`config.mk`:
```
export PLATFORM = sky130hd
export DESIGN_NAME = spi_bridge_top
export DESIGN_NICKNAME = d
export VERILOG_FILES = /design/src/common/xfer_pkg.sv /design/src/common/spi_pkg.sv /design/src/design/spi_bridge_top.sv /design/src/spi_master/spi_sequencer.sv /design/src/spi_master/spi_shifter.sv /design/src/design/xfer_fifo.sv
export VERILOG_INCLUDE_DIRS = /design/src /design/src/common
export SDC_FILE = /design/constraint.sdc
export NUM_CORES = 1
export LEC_CHECK = 0
export BUFFER_PORTS_ARGS = -buffer_cell sky130_fd_sc_hd__buf_2
export CAP_MARGIN = 20
export CORE_MARGIN = 2
export CORE_UTILIZATION = 35
export DETAILED_ROUTE_END_ITERATION = 10
export MAX_ROUTING_LAYER = met4
export PLACE_DENSITY = 0.63
export SLEW_MARGIN = 5
export SYNTH_ARGS = -nofsm -noshare
export SYNTH_HDL_FRONTEND = slang
export SYNTH_SLANG_ARGS = --single-unit
```
`constraint.sdc`:
```
create_clock -name clk -period 3.3 [get_ports clk]
set_input_delay 0.165 -clock clk [delete_from_list [all_inputs] [get_ports clk]]
set_output_delay 0.165 -clock clk [all_outputs]
set_load 0.005 [all_outputs]
```
`src/common/spi_consts.svh`:
```
`ifndef SPI_CONSTS_SVH
`define SPI_CONSTS_SVH

// System clocks per half SCK period
`define SPI_DIV_HALF 4

// Bits per transfer
`define SPI_BITS 8

// Clocks from chip-select fall to the byte start
`define SPI_CS_SETUP 2

// Minimum clocks with chip select high between frames
`define SPI_CS_GAP 3

// Default command queue depth
`define CMD_DEPTH 4

`endif
```
`src/common/xfer_pkg.sv`:
```
package xfer_pkg;

    // Host command for one byte
    // hold keeps chip select low after this byte
    typedef struct packed {
        logic [7:0] data;
        logic [3:0] tag;
        logic       hold;
    } xfer_cmd_t;

    // Response for one finished byte
    // last marks the final byte of a frame
    typedef struct packed {
        logic [7:0] data;
        logic [3:0] tag;
        logic       last;
    } xfer_rsp_t;

endpackage

```
`src/common/spi_pkg.sv`:
```
package spi_pkg;

    // Pins driven toward the slave
    // sck idles low in this mode
    typedef struct packed {
        logic sck;
        logic mosi;
        logic cs_n;
    } spi_pins_t;

    // Byte shifter phases
    // lead is the low half of SCK and trail the high half
    typedef enum logic [1:0] {
        sh_idle,
        sh_lead,
        sh_trail,
        sh_done
    } shift_state_t;

endpackage

```
`src/design/spi_bridge_top.sv`:
```
`timescale 1ns/1ns
`include "spi_consts.svh"

module spi_bridge_top import spi_pkg::*, xfer_pkg::*; (
    input  logic      clk,
    input  logic      rst,
    input  logic      cmd_valid,
    input  xfer_cmd_t cmd,
    output logic      cmd_drop,
    output logic      rsp_valid,
    output xfer_rsp_t rsp,
    output logic      busy,
    input  logic      miso,
    output spi_pins_t pins
);

    xfer_cmd_t  fifo_head;
    logic       fifo_empty;
    logic       seq_pop;
    logic       seq_start;
    logic [7:0] seq_tx_data;
    logic       seq_cs_n;
    logic       shift_busy;
    logic       shift_done;
    logic [7:0] shift_rx_data;
    logic       shift_sck;
    logic       shift_mosi;

    // Command queue, the host never stalls
    xfer_fifo #(
        .DEPTH (`CMD_DEPTH)
    ) u_xfer_fifo (
        .clk       (clk),
        .rst       (rst),
        .push      (cmd_valid),
        .push_data (cmd),
        .pop       (seq_pop),
        .head      (fifo_head),
        .empty     (fifo_empty),
        .full      (),
        .drop      (cmd_drop)
    );

    spi_sequencer u_spi_sequencer (
        .clk        (clk),
        .rst        (rst),
        .empty      (fifo_empty),
        .head       (fifo_head),
        .pop        (seq_pop),
        .shift_busy (shift_busy),
        .shift_done (shift_done),
        .rx_data    (shift_rx_data),
        .start      (seq_start),
        .tx_data    (seq_tx_data),
        .cs_n       (seq_cs_n),
        .rsp_valid  (rsp_valid),
        .rsp        (rsp),
        .busy       (busy)
    );

    spi_shifter u_spi_shifter (
        .clk     (clk),
        .rst     (rst),
        .start   (seq_start),
        .tx_data (seq_tx_data),
        .miso    (miso),
        .sck     (shift_sck),
        .mosi    (shift_mosi),
        .busy    (shift_busy),
        .done    (shift_done),
        .rx_data (shift_rx_data)
    );

    assign pins.sck  = shift_sck;
    assign pins.mosi = shift_mosi;
    assign pins.cs_n = seq_cs_n;

endmodule

```
`src/spi_master/spi_sequencer.sv`:
```
`timescale 1ns/1ns
`include "spi_consts.svh"

module spi_sequencer import xfer_pkg::*; (
    input  logic       clk,
    input  logic       rst,
    input  logic       empty,
    input  xfer_cmd_t  head,
    output logic       pop,
    input  logic       shift_busy,
    input  logic       shift_done,
    input  logic [7:0] rx_data,
    output logic       start,
    output logic [7:0] tx_data,
    output logic       cs_n,
    output logic       rsp_valid,
    output xfer_rsp_t  rsp,
    output logic       busy
);

    localparam int CNT_MAX = (`SPI_CS_GAP > `SPI_CS_SETUP) ? `SPI_CS_GAP : `SPI_CS_SETUP;
    localparam int CNT_W = $clog2(CNT_MAX + 1);
    localparam logic [CNT_W-1:0] SETUP_CNT = CNT_W'(`SPI_CS_SETUP);
    localparam logic [CNT_W-1:0] GAP_LAST = CNT_W'(`SPI_CS_GAP - 1);

    typedef enum logic [2:0] {
        seq_idle,
        seq_setup,
        seq_shift,
        seq_resp,
        seq_hold,
        seq_gap
    } seq_state_t;

    seq_state_t       state;
    logic [CNT_W-1:0] cnt;
    logic [3:0]       cur_tag;
    logic             cur_hold;
    logic             launch;

    // Byte launch after setup time, or straight away inside a held frame
    assign launch = !empty && !shift_busy &&
                    ((state == seq_setup && cnt == SETUP_CNT) || state == seq_hold);

    assign start   = launch;
    assign pop     = launch;
    assign tx_data = head.data;
    assign busy    = !empty || !cs_n;

    always_ff @(posedge clk or posedge rst) begin
        if (rst) begin
            state     <= seq_idle;
            cnt       <= '0;
            cs_n      <= 1'b1;
            cur_hold  <= 1'b0;
            rsp_valid <= 1'b0;
        end else begin
            rsp_valid <= 1'b0;
            if (launch) begin
                cur_hold <= head.hold;
            end
            case (state)
                seq_idle: begin
                    if (!empty) begin
                        state <= seq_setup;
                        cs_n  <= 1'b0;
                        cnt   <= '0;
                    end
                end
                seq_setup: begin
                    if (launch) begin
                        state <= seq_shift;
                    end else if (cnt != SETUP_CNT) begin
                        cnt <= cnt + 1'b1;
                    end
                end
                seq_shift: begin
                    if (shift_done) begin
                        state     <= seq_resp;
                        rsp_valid <= 1'b1;
                    end
                end
                seq_resp: begin
                    // Keep the frame open or release chip select
                    if (cur_hold) begin
                        state <= seq_hold;
                    end else begin
                        state <= seq_gap;
                        cs_n  <= 1'b1;
                        cnt   <= '0;
                    end
                end
                seq_hold: begin
                    if (launch) begin
                        state <= seq_shift;
                    end
                end
                seq_gap: begin
                    if (cnt == GAP_LAST) begin
                        state <= seq_idle;
                    end else begin
                        cnt <= cnt + 1'b1;
                    end
                end
                default: begin
                    state <= seq_idle;
                end
            endcase
        end
    end

    // Tag of the byte in flight
    always_ff @(posedge clk) begin
        if (launch) begin
            cur_tag <= head.tag;
        end
    end

    always_ff @(posedge clk) begin
        if (state == seq_shift && shift_done) begin
            rsp.data <= rx_data;
            rsp.tag  <= cur_tag;
            rsp.last <= ~cur_hold;
        end
    end

endmodule

```
`src/spi_master/spi_shifter.sv`:
```
`timescale 1ns/1ns
`include "spi_consts.svh"

module spi_shifter import spi_pkg::*; (
    input  logic       clk,
    input  logic       rst,
    input  logic       start,
    input  logic [7:0] tx_data,
    input  logic       miso,
    output logic       sck,
    output logic       mosi,
    output logic       busy,
    output logic       done,
    output logic [7:0] rx_data
);

    localparam int DIV_W = (`SPI_DIV_HALF > 1) ? $clog2(`SPI_DIV_HALF) : 1;
    localparam int BIT_W = (`SPI_BITS > 1) ? $clog2(`SPI_BITS) : 1;
    localparam logic [DIV_W-1:0] DIV_LAST = DIV_W'(`SPI_DIV_HALF - 1);
    localparam logic [BIT_W-1:0] BIT_LAST = BIT_W'(`SPI_BITS - 1);

    shift_state_t         state;
    shift_state_t         state_nxt;
    logic [DIV_W-1:0]     div_cnt;
    logic [BIT_W-1:0]     bit_cnt;
    logic [`SPI_BITS-1:0] tx_sr;
    logic [`SPI_BITS-1:0] rx_sr;
    logic                 half_end;
    logic                 rise;
    logic                 fall;

    // Last clock of the current half period
    assign half_end = (div_cnt == DIV_LAST);

    // SCK edges land on the clock that ends a half period
    assign rise = (state == sh_lead) && half_end;
    assign fall = (state == sh_trail) && half_end;

    always_comb begin
        state_nxt = state;
        case (state)
            sh_idle: begin
                if (start) begin
                    state_nxt = sh_lead;
                end
            end
            sh_lead: begin
                if (half_end) begin
                    state_nxt = sh_trail;
                end
            end
            sh_trail: begin
                if (half_end) begin
                    state_nxt = (bit_cnt == BIT_LAST) ? sh_done : sh_lead;
                end
            end
            sh_done: begin
                state_nxt = sh_idle;
            end
            default: begin
                state_nxt = sh_idle;
            end
        endcase
    end

    always_ff @(posedge clk or posedge rst) begin
        if (rst) begin
            state <= sh_idle;
        end else begin
            state <= state_nxt;
        end
    end

    // Half-period divider, runs only during a byte
    always_ff @(posedge clk or posedge rst) begin
        if (rst) begin
            div_cnt <= '0;
        end else if ((state == sh_lead || state == sh_trail) && !half_end) begin
            div_cnt <= div_cnt + 1'b1;
        end else begin
            div_cnt <= '0;
        end
    end

    // Counts completed SCK periods
    always_ff @(posedge clk or posedge rst) begin
        if (rst) begin
            bit_cnt <= '0;
        end else if (state == sh_idle) begin
            bit_cnt <= '0;
        end else if (fall) begin
            bit_cnt <= bit_cnt + 1'b1;
        end
    end

    // Pin registers
    always_ff @(posedge clk or posedge rst) begin
        if (rst) begin
            sck  <= 1'b0;
            mosi <= 1'b0;
        end else if (rise) begin
            sck  <= 1'b1;
            mosi <= tx_sr[`SPI_BITS-1];
        end else if (fall) begin
            sck <= 1'b0;
        end
    end

    // MSB leaves first on each rising edge
    always_ff @(posedge clk) begin
        if (state == sh_idle && start) begin
            tx_sr <= tx_data;
        end else if (rise) begin
            tx_sr <= {tx_sr[`SPI_BITS-2:0], 1'b0};
        end
    end

    // MISO sampled on the trailing edge
    always_ff @(posedge clk) begin
        if (fall) begin
            rx_sr <= {rx_sr[`SPI_BITS-2:0], miso};
        end
    end

    assign busy    = (state != sh_idle);
    assign done    = (state == sh_done);
    assign rx_data = rx_sr;

endmodule

```
`src/design/xfer_fifo.sv`:
```
`timescale 1ns/1ns
`include "spi_consts.svh"

module xfer_fifo import xfer_pkg::*; #(
    parameter int DEPTH = `CMD_DEPTH
) (
    input  logic      clk,
    input  logic      rst,
    input  logic      push,
    input  xfer_cmd_t push_data,
    input  logic      pop,
    output xfer_cmd_t head,
    output logic      empty,
    output logic      full,
    output logic      drop
);

    localparam int PTR_W = (DEPTH > 1) ? $clog2(DEPTH) : 1;
    localparam int CNT_W = $clog2(DEPTH + 1);
    localparam logic [PTR_W-1:0] PTR_LAST = PTR_W'(DEPTH - 1);
    localparam logic [CNT_W-1:0] CNT_FULL = CNT_W'(DEPTH);

    xfer_cmd_t        mem [DEPTH];
    logic [PTR_W-1:0] wr_ptr;
    logic [PTR_W-1:0] rd_ptr;
    logic [CNT_W-1:0] count;
    logic             do_push;
    logic             do_pop;

    // Wrap for depths that are not a power of two
    function automatic logic [PTR_W-1:0] ptr_inc(input logic [PTR_W-1:0] ptr);
        if (ptr == PTR_LAST) begin
            return '0;
        end
        return ptr + 1'b1;
    endfunction

    assign empty = (count == '0);
    assign full  = (count == CNT_FULL);

    // A pop frees the slot for a push in the same cycle
    assign do_pop  = pop && !empty;
    assign do_push = push && (!full || do_pop);
    assign drop    = push && full && !do_pop;

    // Oldest entry, no read latency
    assign head = mem[rd_ptr];

    always_ff @(posedge clk) begin
        if (do_push) begin
            mem[wr_ptr] <= push_data;
        end
    end

    always_ff @(posedge clk or posedge rst) begin
        if (rst) begin
            wr_ptr <= '0;
            rd_ptr <= '0;
            count  <= '0;
        end else begin
            if (do_push) begin
                wr_ptr <= ptr_inc(wr_ptr);
            end
            if (do_pop) begin
                rd_ptr <= ptr_inc(rd_ptr);
            end
            case ({do_push, do_pop})
                2'b10:   count <= count + 1'b1;
                2'b01:   count <= count - 1'b1;
                default: count <= count;
            endcase
        end
    end

endmodule

```
==> impl_metrics.tcl, run 1 <==
set metrics [dict create \
    yosys.area.top_type_share 0.581 \
    critPathTopFamily "adder cells" \
    setup_tns_ns 0 \
    start_util 0.363 \
    post_cts_hold_buffer_count 0 \
    power_density_nw_per_um2 809 \
    clk_transition_reported_paths_ns 0.07 \
    synth_seq_cells 109 \
    clock_skew_ns 0.00720 \
    synth_top_flop_cell "sky130_fd_sc_hd__edfxtp_1" \
    core_area_um2 12100 \
    critical_path.reg2reg.startpoint "u_spi_shifter.state[0]$_DFFE_PP0P_" \
    regToRegEndpoint "u_xfer_fifo.count[2]$_DFFE_PP0P_" \
    cts_post_setup_buffers_inserted 0 \
    outcome "finished, final reports clean" \
    crit_required_ns 3.58 \
    firstDrtPassIters 4 \
    num-nets-final 318 \
    setup.worst_path.start_class "flip-flop" \
    maxSlewViolCount 0 \
    track_usage 0.112 \
    rsz0062_at_grt "no" \
    num_vias 2103 \
    ant_nets 0 \
    cpMaxStageDelayCell "sky130_fd_sc_hd__fa_1" \
    routed_wirelength_um 6720 \
    max-cap-violations 0 \
    design.portCount 36 \
    count_of_input_and_output_buffers 35 \
    hpwl_um 4490 \
    tritoncts "yes" \
    most_common_cell_after_layout_fill_and_taps_aside "sky130_fd_sc_hd__edfxtp_1" \
    worst_slack_ns 0.703 \
    placed_cell_area_um2 4750 \
    synth_edf_count 85 \
    proportion_of_synthesized_flip_flops_having_asynchronous_set_or_reset 0.220 \
    crit_type "reg2reg" \
    yosys.cell_types.count 45 \
    rrSetupSlack_ns 0.70 \
    die-area_um2 13500 \
    avgSynthCellArea_um2 17.9 \
    reg2reg_depth 11 \
    worstPathArrival_ns 2.87 \
    drt_iter0_markers 55 \
    grt_antenna_before_repair 0 \
    timing.final.setup_violations 0 \
    yosysWarningCount 0 \
    die-width_um 116 \
    post_synth_main_area_contributors "sky130_fd_sc_hd__edfxtp_1, sky130_fd_sc_hd__dfrtp_1, sky130_fd_sc_hd__mux4_2, sky130_fd_sc_hd__ha_1, sky130_fd_sc_hd__mux2_2" \
    rows 40 \
    route.detailed.wl_per_inst_um 14.7 \
    root_buffer "sky130_fd_sc_hd__clkbuf_16" \
    most_frequent_cells_in_the_layout "sky130_fd_sc_hd__edfxtp_1, sky130_fd_sc_hd__buf_2, sky130_fd_sc_hd__dfrtp_1" \
    hold_path_class "in2async" \
    drt_drc_violations_left 0 \
    synthesized_cell_area_um2 4400 \
    syn_nets 278 \
    post_drt_via_cell_ratio 4.59 \
    final_hold_viol_count 0 \
    critical_path.max_stage_delay_ns 0.44 \
    cts_buffers 9 \
    path_cells "inv_1 -> ha_1 -> nand2b_1 -> a21oi_1 -> o21a_1 -> inv_1 -> ha_1 -> fa_1 -> xnor2_1 -> nor2_1 -> xor2_1" \
    final.min_clock_period_ns 2.60 \
    clock_latency_ns 0.35 \
    power.static_leakage_nw 1.87 \
    finalWeightedCongestion 0.822 \
    cts.sinks 109 \
    ir_drop_uv 438 \
    worst-slew-pin-transition_ns 0.937 \
    worst_slew_margin_rel 0.374 \
    grt_overflow 0 \
    cts.path.max_buffers 2 \
    f_max_mhz 385 \
    cts_htree_levels 3 \
    timing.critical_path.fanout_max 7 \
    utilization 0.416 \
    sequential_element_share_of_the_synthesized_area 0.718 \
    dp_slack_ns 0.701 \
    layout-drive-gt1-share 0.310 \
    period_share 0.787 \
    antenna_cells 0 \
    die_height_um 116 \
    crit_path_end_kind "flip-flop" \
    netlist_instances 245 \
    yosysTopAreaCell "sky130_fd_sc_hd__edfxtp_1" \
    n_fill_cell 1123 \
    grt_first_pass_wirelength_um 10700 \
    cp.buffers_inverters 2 \
    grt_pass1_vias 2086 \
    layout-area-overhead-vs-synth_pct 14.6 \
    grt_start_max_net_pins 25 \
    postCtsResizedCells 0 \
    final_cell_area_um2 5040 \
]
Yosys cell counts, types with 2 or more instances:
library cell	instances
sky130_fd_sc_hd__edfxtp_1	85
sky130_fd_sc_hd__dfrtp_1	23
sky130_fd_sc_hd__ha_1	15
sky130_fd_sc_hd__mux4_2	13
sky130_fd_sc_hd__nand2_1	13
sky130_fd_sc_hd__inv_1	12
sky130_fd_sc_hd__mux2_2	11
sky130_fd_sc_hd__nor2_1	9
sky130_fd_sc_hd__o21ai_0	6
sky130_fd_sc_hd__and2_1	5
sky130_fd_sc_hd__a21oi_1	4
sky130_fd_sc_hd__nand2b_1	4
sky130_fd_sc_hd__nor3b_1	4
sky130_fd_sc_hd__buf_4	3
sky130_fd_sc_hd__clkbuf_1	3
sky130_fd_sc_hd__mux2_4	3
sky130_fd_sc_hd__buf_2	2
sky130_fd_sc_hd__xnor2_1	2
sky130_fd_sc_hd__xor2_1	2
sequential cells by signal, summed over array words and instances, names as in the netlist, 3 cells and up:
name                     count
u_xfer_fifo.count            3
u_spi_sequencer.rsp         13
u_spi_shifter.rx_data        8
u_spi_sequencer.cur_tag      4
u_xfer_fifo.mem             52
u_spi_shifter.bit_cnt        3
u_spi_shifter.tx_sr          8
u_spi_sequencer.state        3
worst reg2reg max path, delay by kind of cell (launching register included):
family / cells / cell delay, ns
XOR/XNOR: 2 / 0.28
flip-flops: 1 / 0.40
buffers and inverters: 2 / 0.23
AO/OA/AOI/OAI: 2 / 0.39
adder cells (fa/ha/maj): 3 / 0.95
AND/OR/NAND/NOR: 2 / 0.26
cell families after synthesis:
| family | Yosys count | share of synthesized area |
|---|---|---|
| AOI/OAI and AO/OA | 22 | 0.0384 |
| and+or+nand+nor | 45 | 0.0586 |
| muxes | 28 | 0.107 |
| xor gates and xnor gates | 4 | 0.00797 |
| DFF | 109 | 0.718 |
| adders and majority gates | 16 | 0.0473 |
| buffers and inverters | 21 | 0.0228 |
power breakdown:
group,internal [mW],total [mW],switching [mW]
sequential,1.81,2.04,0.228
clock,0.527,1.02,0.492
combinational,0.535,1.02,0.486
total,2.87,4.08,1.21
per-stage QoR:
step	power, mW	instances	hold slack [ns]
2_1_floorplan	2.85	245	0.179
4_1_cts	4.14	458	0.00374
5_1_grt	4.31	458	0.00782
3_5_place_dp	3.11	442	0.367
6_report	4.08	458	0.0133
3_3_place_gp	3.07	442	0.359
layer usage:
layer  up-vias  wire, um  GRT usage
li1       1001         -          -
met1      1052      3060      0.136
met2        40      3290      0.175
met3        10       248     0.0345
met4         0       125     0.0452
met5         -         0          -
area by class of cell:
| cell class | count | area, um2 | area share |
|---|---|---|---|
| Tap cell | 168 | 210 | 0.0417 |
| Timing Repair Buffer | 38 | 198 | 0.0392 |
| Multi-Input combinational cell | 115 | 1150 | 0.228 |
| Clock inverter | 6 | 55.1 | 0.0109 |
| Clock buffer | 10 | 229 | 0.0455 |
| Sequential cell | 109 | 3150 | 0.626 |
| Inverter | 12 | 45.0 | 0.00894 |
worst max-delay path by stage:
stage | from | to | slack, ns | depth (start not counted)
after floorplan | u_spi_shifter.state[0]$_DFFE_PP0P_ | u_xfer_fifo.count[1]$_DFFE_PP0P_ | 0.91 | 8
after CTS | u_spi_shifter.state[0]$_DFFE_PP0P_ | u_xfer_fifo.count[2]$_DFFE_PP0P_ | 0.68 | 11
after global routing | u_spi_shifter.state[1]$_DFFE_PP0P_ | u_xfer_fifo.count[2]$_DFFE_PP0P_ | 0.47 | 11
final | u_spi_shifter.state[0]$_DFFE_PP0P_ | u_xfer_fifo.count[2]$_DFFE_PP0P_ | 0.70 | 11
after detailed placement | u_spi_shifter.state[1]$_DFFE_PP0P_ | u_xfer_fifo.count[2]$_DFFE_PP0P_ | 0.70 | 11
after global placement | u_spi_shifter.state[0]$_DFFE_PP0P_ | u_xfer_fifo.count[2]$_DFFE_PP0P_ | 0.80 | 11
(Power assumes the default switching activity.)
==> run 2, diff against run 1 <==
Settings changed: PLACE_DENSITY 0.63 to 0.65.
Clock period 3.3 ns to 2.32 ns, I/O delays scaled along.
==> impl_metrics.tcl, run 2 (same netlist as run 1, synthesis figures left out) <==
set metrics [dict create \
    outcome "finished with violations" \
    violations_in_the_final_reports "hold timing" \
    f_max_mhz 465 \
    hold_path_class "in2async" \
    grt_start_max_net_pins 25 \
    cp.buffers_inverters 2 \
    num-nets-final 342 \
    grt_pass1_vias 2215 \
    top_regs "u_xfer_fifo.mem: 52 flops, u_spi_sequencer.rsp: 13 flops" \
    hpwl_um 4660 \
    holdWs_ns -0.0290 \
    crit_required_ns 2.58 \
    timing.final.setup_violations 0 \
    die-width_um 116 \
    cts_htree_levels 3 \
    cts_buffers 9 \
    die-area_um2 13500 \
    max-cap-violations 0 \
    antenna_cells 0 \
    num_vias 2198 \
    largest_register_ffs 52 \
    ir_drop_uv 426 \
    core_area_um2 12100 \
    grt_antenna_before_repair 0 \
    internal_power_mw 4.21 \
    finalPower_mw 5.93 \
    power.net_switching_mw 1.72 \
    period_share 0.927 \
    share_seq_of_total_power 0.475 \
    worst-slew-pin-transition_ns 0.939 \
    root_buffer "sky130_fd_sc_hd__clkbuf_16" \
    final_hold_viol_count 23 \
    track_usage 0.118 \
    power.static_leakage_nw 1.98 \
    path_length_in_cells_of_the_critical_path 11 \
    crit_type "reg2reg" \
    power_density_nw_per_um2 1120 \
    route.detailed.wl_per_inst_um 14.5 \
    start_util 0.363 \
    most_frequent_cells_in_the_layout "sky130_fd_sc_hd__edfxtp_1, sky130_fd_sc_hd__buf_2, sky130_fd_sc_hd__dfrtp_1" \
    layout-drive-gt1-share 0.341 \
    reg2reg_depth 11 \
    post_drt_via_cell_ratio 4.56 \
    rrSetupSlack_ns 0.17 \
    rows 40 \
    timing.critical_path.fanout_max 5 \
    drt_iter0_markers 115 \
    layout-area-overhead-vs-synth_pct 20.1 \
    routed_wirelength_um 6970 \
    design.portCount 36 \
    crit_path_end_kind "flip-flop" \
    grt_first_pass_wirelength_um 11300 \
    cts.path.max_buffers 2 \
    p_clk_frac 0.232 \
    cpMaxStageDelayCell "sky130_fd_sc_hd__fa_1" \
    critPathTopFamily "adder cells" \
    clk_transition_reported_paths_ns 0.07 \
    critical_path.max_stage_delay_ns 0.43 \
    setup.worst_path.start_class "flip-flop" \
    clock_latency_ns 0.34 \
    setup_tns_ns 0 \
    p_comb_frac 0.294 \
    final.min_clock_period_ns 2.15 \
    cts.sinks 109 \
    most_common_cell_after_layout_fill_and_taps_aside "sky130_fd_sc_hd__edfxtp_1" \
    path_cells "inv_2 -> ha_4 -> nand2b_4 -> a21oi_1 -> o21a_1 -> inv_1 -> ha_2 -> fa_1 -> xnor2_1 -> nor2_1 -> xor2_1" \
    worst_slew_margin_rel 0.374 \
    grt_overflow 0 \
    maxSlewViolCount 0 \
    ant_nets 0 \
    drt_drc_violations_left 0 \
    count_of_input_and_output_buffers 35 \
    clock_skew_ns 0.00883 \
    registers.top_by_ff_count "u_xfer_fifo.mem" \
    firstDrtPassIters 4 \
    die_height_um 116 \
    worstPathArrival_ns 2.41 \
    finalWeightedCongestion 0.711 \
    switching_share 0.290 \
    tritoncts "yes" \
]
## run 2: cell count changes in the layout (fill, tap and decap cells not counted), moves of 3 or more
| cell | previous run | this run |
|---|---|---|
| sky130_fd_sc_hd__buf_4 | 3 | 13 |
| sky130_fd_sc_hd__clkinv_2 | 0 | 3 |
| sky130_fd_sc_hd__dlygate4sd3_1 | 0 | 13 |
| sky130_fd_sc_hd__ha_1 | 15 | 12 |
| sky130_fd_sc_hd__inv_1 | 12 | 9 |
| sky130_fd_sc_hd__inv_2 | 0 | 3 |
## run 2: layer usage
layer / track usage / routed length, um / share of wire
met2: 0.193 / 3570 / 0.51
met3: 0.0408 / 293 / 0.042
met1: 0.138 / 3020 / 0.43
met4: 0.0333 / 83 / 0.012
met5: - / 0 / 0
## run 2: per-stage QoR
step / hold slack (ns) / util / area [um2] / setup WS, ns / instances
2_1_floorplan: 0.130 / - / 4420 / 0.0263 / 245
3_3_place_gp: 0.314 / 0.402 / 4860 / 0.144 / 452
3_5_place_dp: 0.313 / 0.402 / 4860 / 0.101 / 452
4_1_cts: 0.00268 / 0.434 / 5260 / 0.0710 / 481
5_1_grt: 0.0191 / 0.436 / 5280 / -0.00549 / 482
6_report: -0.0290 / 0.436 / 5280 / 0.169 / 482
## run 2: power groups by stage
stage | sequential (mW) | combinational (mW) | clock, mW
detailed placement | 2.86 | 1.73 | 0
CTS | 2.82 | 1.75 | 1.42
global placement | 2.83 | 1.69 | 0
floorplan | 2.77 | 1.33 | 0
finish | 2.81 | 1.74 | 1.37
global route | 2.86 | 1.96 | 1.49
## run 2: layout make-up
type,instances,area [um2]
multi-input cells,115,1180
repair buffers,62,423
clock buffers,9,225
inverters,12,45.0
well taps,168,210
clock inverters,7,40.0
fillers,1125,6830
flip-flops and latches,109,3150
## run 2: path summary, 6_finish.rpt
kind,from,to
min reg2reg,u_spi_sequencer.cur_tag[1]$_DFFE_PN_,u_spi_sequencer.rsp[2]$_DFFE_PP_
max reg2reg,u_spi_shifter.state[0]$_DFFE_PP0P_,u_xfer_fifo.count[2]$_DFFE_PP0P_
min,rst,u_xfer_fifo.wr_ptr[0]$_DFFE_PP0P_
min in group clk,cmd[12],u_xfer_fifo.mem[0][12]$_DFFE_PP_
max,u_spi_shifter.state[0]$_DFFE_PP0P_,u_xfer_fifo.count[2]$_DFFE_PP0P_
max in group asynchronous,rst,u_spi_shifter.div_cnt[1]$_DFF_PP0_
## run 2: what timing repair did
action,CTS,global route
hold buffers,13,0
endpoints found under the setup margin,0,1
gates resized for setup,0,3
buffers inserted,0,1
endpoints found under the hold margin,49,0
==> run 3, diff against run 2 <==
Settings changed: GPL_TIMING_DRIVEN set to 0.
==> impl_metrics.tcl, run 3 (same netlist as run 1, synthesis figures left out) <==
set metrics [dict create \
    share_seq_of_total_power 0.463 \
    cts.path.max_buffers 2 \
    final_cell_area_um2 5360 \
    die-area_um2 13500 \
    maxSlewViolCount 0 \
    top_regs "u_xfer_fifo.mem: 52 flops, u_spi_sequencer.rsp: 13 flops" \
    die-width_um 116 \
    route.detailed.wl_per_inst_um 14.7 \
    registers.top_by_ff_count "u_xfer_fifo.mem" \
    seq_area_um2 3160 \
    die_height_um 116 \
    power.net_switching_mw 1.74 \
    path_cells "inv_2 -> ha_4 -> nand2b_4 -> a21oi_1 -> o21a_2 -> inv_1 -> ha_2 -> fa_1 -> xnor2_1 -> nor2_1 -> xor2_1" \
    utilization 0.442 \
    firstDrtPassIters 4 \
    setup_tns_ns 0 \
    grt_antenna_before_repair 0 \
    grt_start_max_net_pins 25 \
    clock_skew_ns 0.00457 \
    hpwl_um 4720 \
    crit_required_ns 2.59 \
    power.static_leakage_nw 2.01 \
    core_area_um2 12100 \
    routed_wirelength_um 7140 \
    drt_iter0_markers 110 \
    layout-drive-gt1-share 0.348 \
    crit_type "reg2reg" \
    antenna_cells 0 \
    cts_htree_levels 3 \
    setup.worst_path.start_class "flip-flop" \
    critPathTopFamily "adder cells" \
    f_max_mhz 446 \
    most_frequent_cells_in_the_layout "sky130_fd_sc_hd__edfxtp_1, sky130_fd_sc_hd__buf_2, sky130_fd_sc_hd__dfrtp_1" \
    root_buffer "sky130_fd_sc_hd__clkbuf_16" \
    n_fill_cell 1106 \
    p_clk_frac 0.245 \
    max-cap-violations 0 \
    switching_share 0.287 \
    internal_power_mw 4.31 \
    final.min_clock_period_ns 2.24 \
    placed_cell_area_um2 4820 \
    tritoncts "yes" \
    rsz0062_at_grt "yes" \
    cp.buffers_inverters 2 \
    worst_slew_margin_rel 0.536 \
    ant_nets 0 \
    clock_latency_ns 0.34 \
    finalWeightedCongestion 0.781 \
    most_common_cell_after_layout_fill_and_taps_aside "sky130_fd_sc_hd__edfxtp_1" \
    track_usage 0.122 \
    p_comb_frac 0.292 \
    layout-area-overhead-vs-synth_pct 21.8 \
    count_of_input_and_output_buffers 35 \
    crit_path_end_kind "flip-flop" \
    critical_path.max_stage_delay_ns 0.43 \
    clk_transition_reported_paths_ns 0.07 \
    ir_drop_uv 494 \
    placed_cells_incl_taps 449 \
    grt_pass1_vias 2248 \
    stdcell_count 487 \
    cts.sinks 109 \
    multiInputGateArea_um2 1190 \
    timing.final.setup_violations 0 \
    worst-slew-pin-transition_ns 0.692 \
    final_hold_viol_count 0 \
    timing.critical_path.fanout_max 5 \
    cpMaxStageDelayCell "sky130_fd_sc_hd__fa_1" \
    holdWs_ns 0.211 \
    rows 40 \
    worstPathArrival_ns 2.51 \
    post_drt_via_cell_ratio 4.51 \
    drt_drc_violations_left 0 \
    grt_first_pass_wirelength_um 11500 \
    start_util 0.363 \
    cts_buffers 9 \
    period_share 0.967 \
    grt_overflow 0 \
    num-nets-final 347 \
    design.portCount 36 \
    outcome "finished, final reports clean" \
    largest_register_ffs 52 \
    num_vias 2195 \
    hold_path_class "in2async" \
    power_density_nw_per_um2 1130 \
]
==> run 3: changes by cell type in the layout (fill, tap and decap cells not counted), sizes merged <==
cell / delta
clkinvlp: +1
bufinv: +1
clkinv: -2
clkbuf: +3
dlygate4sd3: +2
==> run 3: path summary, 6_finish.rpt <==
| check | start | to | slack [ns] | cells after the start |
|---|---|---|---|---|
| max in group asynchronous | rst | u_spi_sequencer.cs_n$_DFFE_PP1P_ | 1.67 | 4 |
| hold / removal | rst | u_xfer_fifo.count[1]$_DFFE_PP0P_ | 0.21 | 3 |
| setup / recovery | u_spi_shifter.state[0]$_DFFE_PP0P_ | u_xfer_fifo.count[2]$_DFFE_PP0P_ | 0.08 | 11 |
| min in group clk | cmd_valid | u_xfer_fifo.wr_ptr[0]$_DFFE_PP0P_ | 0.28 | 4 |
| hold reg to reg | u_spi_sequencer.cur_tag[2]$_DFFE_PN_ | u_spi_sequencer.rsp[3]$_DFFE_PP_ | 0.42 | 0 |
| setup reg to reg | u_spi_shifter.state[0]$_DFFE_PP0P_ | u_xfer_fifo.count[2]$_DFFE_PP0P_ | 0.08 | 11 |
==> run 3: what timing repair did <==
action | 4_1_cts | 5_1_grt
hold buffers | 14 | 1
gates resized for setup | 3 | 6
pin swaps | 1 | 1
setup endpoints to repair | 36 | 28
buffers inserted | 1 | 5
endpoints found under the hold margin | 53 | 23
==> run 3: worst min-delay path: cells and delay by family <==
kind                   cells  cell delay, ns
buffers and inverters      3            0.81
==> run 3: routing by layer <==
metal / GRT usage / part of all wire
met3: 0.0345 / 0.033
met5: - / 0
met2: 0.197 / 0.50
met4: 0.0524 / 0.019
met1: 0.143 / 0.45
==> run 3: power by group through the flow <==
stage          Sequential [mW]  Clock, mW  Combinational [mW]
2_1_floorplan             2.77          0                1.33
3_3_place_gp              2.82          0                1.65
3_5_place_dp              2.84          0                1.72
4_1_cts                   2.80       1.53                1.75
5_1_grt                   2.85       1.61                1.97
6_report                  2.80       1.48                1.77
==> run 3: final cells by class <==
cell class	instances	share of cell area
sequential	109	0.589
multi-input combinational	115	0.223
timing repair buffer	58	0.0757
clock buffer	9	0.0421
tap	168	0.0393
clock inverter	7	0.0121
buffer	9	0.0103
inverter	12	0.00841
==> run 3: per-stage QoR <==
step	total power [mW]	setup slack, ns
6_report	6.05	0.0770
5_1_grt	6.43	-0.0439
4_1_cts	6.09	0.000496
3_5_place_dp	4.56	-0.266
3_3_place_gp	4.46	-0.458
2_1_floorplan	4.10	0.0263
